==> src/verilog/bw_pkg.sv <==
package bw_pkg;

	//////////////////////////////////////////////////////////////
	// widths
	//////////////////////////////////////////////////////////////

	// operand width, both inputs
	localparam int OP_W = 16;

	// full signed product
	localparam int PROD_W = 2 * OP_W;

	//////////////////////////////////////////////////////////////
	// types
	//////////////////////////////////////////////////////////////

	typedef struct packed {
		logic signed [OP_W-1:0] a;
		logic signed [OP_W-1:0] b;
	} operands_t;

	// carry-save array output, upper half still unmerged
	typedef struct packed {
		logic [OP_W-1:0] low;
		logic [OP_W-1:0] sum;
		logic [OP_W-1:0] carry;
	} partial_t;

	typedef logic signed [PROD_W-1:0] product_t;

	// sign correction, ones at bit OP_W and at the product msb
	localparam logic [PROD_W-1:0] BW_CORRECTION =
		(PROD_W'(1) << (PROD_W - 1)) | (PROD_W'(1) << OP_W);

endpackage

==> src/verilog/bw_array.sv <==
`timescale 1ns/1ps

module bw_array
	import bw_pkg::*;
(
	input  logic      clk,
	input  logic      rst,
	input  logic      in_valid,
	input  operands_t operands,
	output logic      part_valid,
	output partial_t  partial
);

	// sum and carry between rows, index r feeds row r
	logic [OP_W-1:0] sum_chain   [OP_W+1];
	logic [OP_W-1:0] carry_chain [OP_W+1];

	// one retired product bit per row
	logic [OP_W-1:0] low_bits;

	// combinational array result, before stage one
	partial_t partial_next;

	//////////////////////////////////////////////////////////////
	// carry-save array
	//////////////////////////////////////////////////////////////

	// first row adds into nothing
	assign sum_chain[0] = '0;
	assign carry_chain[0] = '0;

	for (genvar r = 0; r < OP_W; r++) begin : g_row
		bw_row #(
			.ROW(r)
		) row_i (
			.a         (operands.a),
			.b_bit     (operands.b[r]),
			.sum_in    (sum_chain[r]),
			.carry_in  (carry_chain[r]),
			.sum_out   (sum_chain[r+1]),
			.carry_out (carry_chain[r+1]),
			.low_bit   (low_bits[r])
		);
	end

	// after the last row sum and carry both start at weight OP_W
	always_comb begin
		partial_next.low = low_bits;
		partial_next.sum = sum_chain[OP_W];
		partial_next.carry = carry_chain[OP_W];
	end

	//////////////////////////////////////////////////////////////
	// stage one
	//////////////////////////////////////////////////////////////

	always_ff @(posedge clk) begin
		if (rst) begin
			part_valid <= 1'b0;
		end else begin
			part_valid <= in_valid;
		end
	end

	// hold the last result while idle
	always_ff @(posedge clk) begin
		if (in_valid) begin
			partial <= partial_next;
		end
	end

	//////////////////////////////////////////////////////////////
	// checks
	//////////////////////////////////////////////////////////////

	// in-flight items are dropped by reset
	a_rst_clears_valid: assert property (
		@(posedge clk) rst |=> !part_valid
	) else $error("part_valid high in the cycle after rst");

endmodule

==> src/verilog/bw_final_adder.sv <==
`timescale 1ns/1ps

module bw_final_adder
	import bw_pkg::*;
(
	input  logic     clk,
	input  logic     rst,
	input  logic     part_valid,
	input  partial_t partial,
	output logic     out_valid,
	output product_t product
);

	// ripple carries, rc[j] enters bit j
	logic [OP_W-1:0] rc;

	// upper half before and after the msb correction
	logic [OP_W-1:0] upper_raw;
	logic [OP_W-1:0] upper;

	//////////////////////////////////////////////////////////////
	// ripple merge
	//////////////////////////////////////////////////////////////

	// correction bit OP_W goes in as the carry into the chain
	assign rc[0] = BW_CORRECTION[OP_W];

	for (genvar j = 0; j < OP_W; j++) begin : g_fa
		assign upper_raw[j] = partial.sum[j] ^ partial.carry[j] ^ rc[j];

		// carry out of the top bit falls off the product
		if (j < OP_W - 1) begin : g_carry
			assign rc[j+1] = (partial.sum[j] & partial.carry[j]) |
				(partial.sum[j] & rc[j]) |
				(partial.carry[j] & rc[j]);
		end
	end

	// the correction bit at the msb only flips it,
	// its carry is outside the product
	assign upper = {upper_raw[OP_W-1] ^ BW_CORRECTION[PROD_W-1],
		upper_raw[OP_W-2:0]};

	//////////////////////////////////////////////////////////////
	// stage two
	//////////////////////////////////////////////////////////////

	always_ff @(posedge clk) begin
		if (rst) begin
			out_valid <= 1'b0;
		end else begin
			out_valid <= part_valid;
		end
	end

	always_ff @(posedge clk) begin
		if (part_valid) begin
			product <= {upper, partial.low};
		end
	end

	//////////////////////////////////////////////////////////////
	// checks
	//////////////////////////////////////////////////////////////

	// an X here means an operand bit was never driven upstream
	a_product_known: assert property (
		@(posedge clk) disable iff (rst)
		out_valid |-> !$isunknown(product)
	) else $error("product has unknown bits while out_valid");

endmodule

==> src/verilog/bw_mul.sv <==
`timescale 1ns/1ps

module bw_mul
	import bw_pkg::*;
(
	input  logic      clk,
	input  logic      rst,
	input  logic      in_valid,
	input  operands_t operands,
	output logic      out_valid,
	output product_t  product
);

	//////////////////////////////////////////////////////////////
	// between the stages
	//////////////////////////////////////////////////////////////

	logic part_valid;

	// low half done, upper half still in carry-save form
	partial_t partial;

	//////////////////////////////////////////////////////////////
	// stage one, partial products and carry-save rows
	//////////////////////////////////////////////////////////////

	bw_array array_i (
		.clk        (clk),
		.rst        (rst),
		.in_valid   (in_valid),
		.operands   (operands),
		.part_valid (part_valid),
		.partial    (partial)
	);

	//////////////////////////////////////////////////////////////
	// stage two, ripple merge and sign correction
	//////////////////////////////////////////////////////////////

	bw_final_adder final_i (
		.clk        (clk),
		.rst        (rst),
		.part_valid (part_valid),
		.partial    (partial),
		.out_valid  (out_valid),
		.product    (product)
	);

endmodule

==> src/verilog/bw_row.sv <==
`timescale 1ns/1ps

module bw_row
	import bw_pkg::*;
#(
	parameter int ROW = 0
) (
	input  logic signed [OP_W-1:0] a,
	input  logic                   b_bit,
	input  logic        [OP_W-1:0] sum_in,
	input  logic        [OP_W-1:0] carry_in,
	output logic        [OP_W-1:0] sum_out,
	output logic        [OP_W-1:0] carry_out,
	output logic                   low_bit
);

	// this row holds the sign bit of b
	localparam bit SIGN_ROW = (ROW == OP_W - 1);

	// partial product terms, after sign inversion
	logic [OP_W-1:0] pp;

	// cell outputs, sum at weight ROW+j, carry at ROW+j+1
	logic [OP_W-1:0] cell_sum;
	logic [OP_W-1:0] cell_carry;

	//////////////////////////////////////////////////////////////
	// cells
	//////////////////////////////////////////////////////////////

	for (genvar j = 0; j < OP_W; j++) begin : g_cell

		// sign column of a
		localparam bit SIGN_COL = (j == OP_W - 1);

		// nand-type where exactly one of the two bits is a sign bit,
		// and-type everywhere else (a15*b15 included)
		if (SIGN_COL != SIGN_ROW) begin : g_nand
			assign pp[j] = ~(a[j] & b_bit);
		end else begin : g_and
			assign pp[j] = a[j] & b_bit;
		end

		// full adder
		assign cell_sum[j] = pp[j] ^ sum_in[j] ^ carry_in[j];
		assign cell_carry[j] = (pp[j] & sum_in[j]) |
			(pp[j] & carry_in[j]) |
			(sum_in[j] & carry_in[j]);

	end

	//////////////////////////////////////////////////////////////
	// row outputs
	//////////////////////////////////////////////////////////////

	// lowest sum bit is final, retire it
	assign low_bit = cell_sum[0];

	// sum moves down one place to line up with the next row;
	// nothing lands at the top weight
	assign sum_out = {1'b0, cell_sum[OP_W-1:1]};

	// carries already sit at the next row's weights
	assign carry_out = cell_carry;

endmodule
==> config.mk <==
export PLATFORM = sky130hd
export DESIGN_NAME = bw_mul
export DESIGN_NICKNAME = d
export VERILOG_FILES = /design/src/verilog/bw_pkg.sv /design/src/verilog/bw_array.sv /design/src/verilog/bw_final_adder.sv /design/src/verilog/bw_mul.sv /design/src/verilog/bw_row.sv
export SDC_FILE = /design/constraint.sdc
export NUM_CORES = 1
export LEC_CHECK = 0
export BUFFER_PORTS_ARGS = -buffer_cell sky130_fd_sc_hd__buf_4
export CAP_MARGIN = 40
export CORE_MARGIN = 3
export CORE_UTILIZATION = 30
export DETAILED_ROUTE_END_ITERATION = 16
export GPL_ROUTABILITY_DRIVEN = 1
export SLEW_MARGIN = 20
export SYNTH_ARGS = -nofsm -noshare
export SYNTH_HDL_FRONTEND = slang
export SYNTH_SLANG_ARGS = --single-unit
export TNS_END_PERCENT = 10
==> constraint.sdc <==
create_clock -name clk -period 11 [get_ports clk]
set_input_delay 1.1 -clock clk [delete_from_list [all_inputs] [get_ports clk]]
set_output_delay 1.1 -clock clk [all_outputs]
set_load 0.02 [all_outputs]
After elaboration in Yosys (flattened, before gate mapping)
Index checks and enable logic that the tools add are counted.
Operators by class
  bitwise operators: 1890
Operators by type and width (count)
  bitwise AND 1 bit: 944
  XOR 1 bit: 464
  bitwise OR 1 bit: 450
  NOT 1 bit: 32
Storage, ports and cells
  register bits: 80
  output and inout port bits: 33
  logic and storage cells: 1896

Depth between registers and ports, before layout
  word-level depth: 46
  gate-level depth with buffers: 23
  gate-level depth less buffers: 22

Hierarchy
A second synthesis with hierarchy kept.
Second synthesis, totals
  cells, all modules: 1689
  area total of the unflattened synthesis: 13193.9 um2
Modules (own cells, without submodules)
  bw_row at array_i.g_row[0].row_i ...: cells each 99, area an instance 646.9 um2, instances 15
  bw_array: cells each 51, area an instance 1478.9 um2, instances 1
  bw_final_adder: cells each 54, area an instance 1317.5 um2, instances 1
  bw_row at array_i.g_row[15].row_i: cells each 99, area an instance 694.4 um2, instances 1

Worst setup path before layout
OpenSTA, ideal clock, no wires.
  kind: input -> register
  start: input operands[30] (netlist name)
  end: register, netlist name array_i.partial[47]
  required time: 10731 ps
  data arrival time: 8492 ps
  stages: 19
  setup slack: 2239 ps
  setup time: 269 ps
  path buffers: 1
  cells stage by stage: buf_4 -> and2_1 -> ha_1 -> inv_1 -> fa_1 -> inv_1 -> fa_1 -> fa_1 -> fa_1 -> fa_1 -> fa_1 -> fa_1 -> fa_1 -> fa_1 -> fa_1 -> fa_1 -> fa_1 -> fa_1 -> fa_1
On the way
  longest elaborated chain between the ends: 30
  elaborated cells on any way between the ends: 109
  those cells by class: bitwise: 109
Ends and longest elaborated chain
  start: declaration: line bw_mul.sv:9  | input operands_t operands,
  bitwise AND 1 bit: line bw_row.sv:41  | assign pp[j] = a[j] & b_bit;
  XOR 1 bit: line bw_row.sv:45  | assign cell_sum[j] = pp[j] ^ sum_in[j] ^ carry_in[j];
  XOR 1 bit or bitwise AND 1 bit (tied branches): line bw_row.sv:45, bw_row.sv:46
  XOR 1 bit or bitwise OR 1 bit (tied branches): line bw_row.sv:45, bw_row.sv:46
  XOR 1 bit (tied with other cells): line bw_row.sv:45
  XOR 1 bit or bitwise OR 1 bit (tied branches): line bw_row.sv:45, bw_row.sv:46
  XOR 1 bit (tied with other cells): line bw_row.sv:45
  XOR 1 bit or bitwise OR 1 bit (tied branches): line bw_row.sv:45, bw_row.sv:46
  [15 not listed]
  XOR 1 bit or bitwise OR 1 bit (tied branches): line bw_row.sv:45, bw_row.sv:46
  XOR 1 bit (tied with other cells): line bw_row.sv:45
  XOR 1 bit or bitwise OR 1 bit (tied branches): line bw_row.sv:45, bw_row.sv:46
  XOR 1 bit (tied with other cells): line bw_row.sv:45
  XOR 1 bit or bitwise OR 1 bit (tied branches): line bw_row.sv:45, bw_row.sv:46
  XOR 1 bit or bitwise OR 1 bit (tied branches): line bw_row.sv:45, bw_row.sv:47
  XOR 1 bit (*): line bw_row.sv:45
  named net array_i.g_row[15].row_i.low_bit: line bw_row.sv:14  | output logic low_bit
The timed path passes the listed nets; every way through them passes the cells marked *.
A chain may end at the register's enable or synchronous reset.

Worst setup path in the final report
  start: input operands[1] (netlist name)
  end: register, netlist name array_i.partial[47]
On the way
  longest elaborated chain between the ends: 42
  elaborated cells on any way between the ends: 682
  those cells by class: bitwise: 682
Ends and longest elaborated chain
  bitwise AND 1 bit: line bw_row.sv:41
  XOR 1 bit or bitwise AND 1 bit (tied branches): line bw_row.sv:45, bw_row.sv:46
  bitwise AND 1 bit, on equally long branches: line bw_row.sv:46, bw_row.sv:47
  bitwise OR 1 bit: line bw_row.sv:46  | assign cell_carry[j] = (pp[j] & sum_in[j]) |
  bitwise OR 1 bit: line bw_row.sv:47  | (pp[j] & carry_in[j]) |
  bitwise AND 1 bit: line bw_row.sv:47
  bitwise OR 1 bit: line bw_row.sv:46
  bitwise OR 1 bit: line bw_row.sv:47
  [27 not listed]
  bitwise AND 1 bit: line bw_row.sv:47
  bitwise OR 1 bit: line bw_row.sv:46
  bitwise OR 1 bit: line bw_row.sv:47
  bitwise AND 1 bit: line bw_row.sv:47
  bitwise OR 1 bit: line bw_row.sv:46
  bitwise OR 1 bit: line bw_row.sv:47
  XOR 1 bit (*): line bw_row.sv:45
  named net array_i.g_row[15].row_i.low_bit: line bw_row.sv:14
Marked as above.

==> results.txt <==
* Average wire per cell in the routed design: 11.9 µm
* Standard-cell row count: 63
- Routability-driven placement finished with a final weighted congestion of 0.713.
- The H-tree generated during clock tree synthesis spans 3 levels.
* Post-synth top cells: sky130_fd_sc_hd__fa_1, sky130_fd_sc_hd__and2_1, sky130_fd_sc_hd__inv_1, sky130_fd_sc_hd__edfxtp_1, sky130_fd_sc_hd__nand2_1
* Post-synthesis to final-layout area growth: 10.8%
* RSZ-0062 raised after global routing: no
- Total congestion overflow: 0
- Total wirelength of the detailed-routed design: ~13000 µm
- In this run the cell area of the synthesized design comes to 9160 µm².
- Antenna violations before repair: 0
- Portion of the post-synthesis area used by sequential elements: 26.0%
- The floorplan step defined a die boundary enclosing 32600 µm².
- Synthesized area per cell: 13.3 µm²
* Net Count, Synth: 965
* Post-DP HPWL: ~12000 µm
- The count of nets left with antenna violations once routing finished came out at 0.
* Maximum root-to-sink buffer count: 2
- Data on the critical path arrives at its endpoint at 8.67 ns.
* CTS Hold Buffers Added: 0
- For this run, the detailed router's first-pass iteration total came to 4.
* Achievable clock frequency: 116 MHz
- Clock period minus final worst setup slack: 8.60 ns
- Die Y: 181 µm
- Of the available clock period, the critical path in the final layout requires 78.1%.
- Leading area contributor after synthesis: sky130_fd_sc_hd__fa_1
- STA puts the critical path data required time at ~11 ns.
* DRC violation count after routing: 0
- Worst Setup End Kind: flip-flop
- The max-slew violation total from the final report was 0.
- Counting the buffers created by CTS gives 9.
* Worst slew slack as a fraction of its limit: a little under 60%
- The first global-routing pass estimated 24100 µm of wire.
* Setup CP Type: in2reg
- Die outline width: 181 µm
- Resize count post-CTS: 0
- The synthesized design contains 78 enable-type register cells.
- 68 I/O pins were placed.
- Input/output buffers: 67
* Number of synthesis warnings: 0
- After the last flow step, the layout net total stands at 1012.
- For this run, the leading register cell type out of synthesis is sky130_fd_sc_hd__edfxtp_1.
- Pin slew with the least headroom to its limit: a little over 0.6 ns
- Pre-CTS setup slack: ~2.0 ns
- After clock tree synthesis, the clock-pin slew on the worst setup and hold paths is roughly 0.060 ns.
- Number of sinks driven by the clock tree: 80
- PnR worst setup slack: 2.40 ns
* Synth Register Bits: 80
* Status: finished clean
* Via count normalized by instance count: 4.25
- After routing, the total negative slack on setup checks comes to 0 ns.
- Final antenna diode count: 0
- Count of cell types in the netlist: 10
* Worst min path class: reg2reg
- MaxCap Viol Count: 0
- The worst setup path is launched from a primary input.
- The region available for standard cell placement spans 29900 µm².
- Counting flops with an async set or reset pin after synthesis yields a share of 0%.
- By area the synthesized netlist is led by sky130_fd_sc_hd__fa_1, sky130_fd_sc_hd__edfxtp_1, sky130_fd_sc_hd__and2_1.
* Starting density of the core: 30.6%
- After filler insertion, the fill cell instance count of the layout stands at ~3000.
* Crit path max fanout: 16
- Routed via count: ~4800
* Clock skew: about 0.010 ns
- The number of global-route vias before repair is 5107.
- Largest net degree at the start of global routing: 48
* Buffers inserted by post-CTS timing repair: 0
* Final number of hold-violating endpoints: 0
- In the final layout, the share of cells above drive strength 1 is around 11%.
- Area fraction of the dominant cell type after synthesis: between 40% and 50%
* CTS tree: done
- Summing all multi-input logic gate instances after layout gives roughly 6200 µm².
- After the first detailed-routing iteration, the DRC count stood at 150.
* Storage cell area: 2380 µm²
- Across every metal layer, demand over resource in global routing totals 8.82%.
- By instance count, the leading cell after synthesis is sky130_fd_sc_hd__fa_1.
* Worst skew pair latency: 0.34 ns
- Setup violations remaining at the end of the flow were counted as 0.
* Cell count after synthesis: 690
- Clk Tree Root Cell: sky130_fd_sc_hd__clkbuf_16
per-layer routing:
metal | global-route usage [%] | wire [µm]
met1 | 11.4 | 5960
met2 | 15.1 | 6790
met3 | 2.01 | 499
met4 | 2.12 | 161
met5 | 0 | 0
cell families (layout without fill, tap and decap cells):
kind of cell	count (synthesis)	count (layout)	synth area share [%]
and+or+nand+nor	258	258	16.0
adders and majority gates	240	240	51.2
buffers and inverters	112	163	6.77
DFF	80	80	26.0
placed cells by master, fill, tap and decap left out, drive strengths merged:
cell,instances
clkinvlp,1
bufinv,2
ha,16
dfxtp,2
clkinv,1
fa,224
nor2b,2
buf,68
and2,198
edfxtp,78
clkbuf,10
inv,81
nand2,58
registers in the layout, indices dropped and copies added (netlist names):
name                count
array_i.part_valid      1
array_i.partial        46
final_i.out_valid       1
final_i.product        32
worst max-delay path, cell delays in order:
cell                     delay [ns]
sky130_fd_sc_hd__buf_4         0.16
sky130_fd_sc_hd__and2_1        0.16
sky130_fd_sc_hd__ha_1          0.28
sky130_fd_sc_hd__inv_1         0.05
sky130_fd_sc_hd__fa_1          0.49
sky130_fd_sc_hd__inv_1         0.05
sky130_fd_sc_hd__fa_1          0.53
sky130_fd_sc_hd__fa_1          0.45
sky130_fd_sc_hd__fa_1          0.54
sky130_fd_sc_hd__fa_1          0.44
sky130_fd_sc_hd__fa_1          0.54
sky130_fd_sc_hd__fa_1          0.44
sky130_fd_sc_hd__fa_1          0.54
sky130_fd_sc_hd__fa_1          0.44
sky130_fd_sc_hd__fa_1          0.49
sky130_fd_sc_hd__fa_1          0.55
sky130_fd_sc_hd__fa_1          0.45
sky130_fd_sc_hd__fa_1          0.54
sky130_fd_sc_hd__fa_1          0.41
path summary, 6_finish.rpt:
| path | from | end | slack (ns) | cells past startpoint |
|---|---|---|---|---|
| setup / recovery | operands[1] | array_i.partial[47]$_DFFE_PP_ | 2.40 | 19 |
| hold / removal | array_i.partial[32]$_DFFE_PP_ | final_i.product[0]$_DFFE_PP_ | 0.42 | 0 |
| setup reg to reg | array_i.partial[0]$_DFFE_PP_ | final_i.product[30]$_DFFE_PP_ | 4.69 | 17 |
| hold reg to reg | array_i.partial[32]$_DFFE_PP_ | final_i.product[0]$_DFFE_PP_ | 0.42 | 0 |
final cells by class:
type | instances | share of cell area, %
clock inverters | 5 | 0.802
clock buffers | 10 | 2.26
inverters | 80 | 2.96
well taps | 390 | 4.81
multi-input cells | 498 | 60.7
flip-flops and latches | 80 | 23.5
repair buffers | 68 | 5.03
per-stage QoR:
stage	cells	hold slack [ns]	util, %	area [µm²]
final	1131	0.415	34.0	10100
after global routing	1131	0.422	34.0	10100
after CTS	1131	0.419	34.0	10100
after detailed placement	1116	0.405	32.9	9830
after global placement	1116	0.402	32.9	9830
after floorplan	690	0.400	-	9160
Power is left out: the tool's default activity adds up to more than one toggle a clock period on the data nets, which glitch-free logic cannot reach.
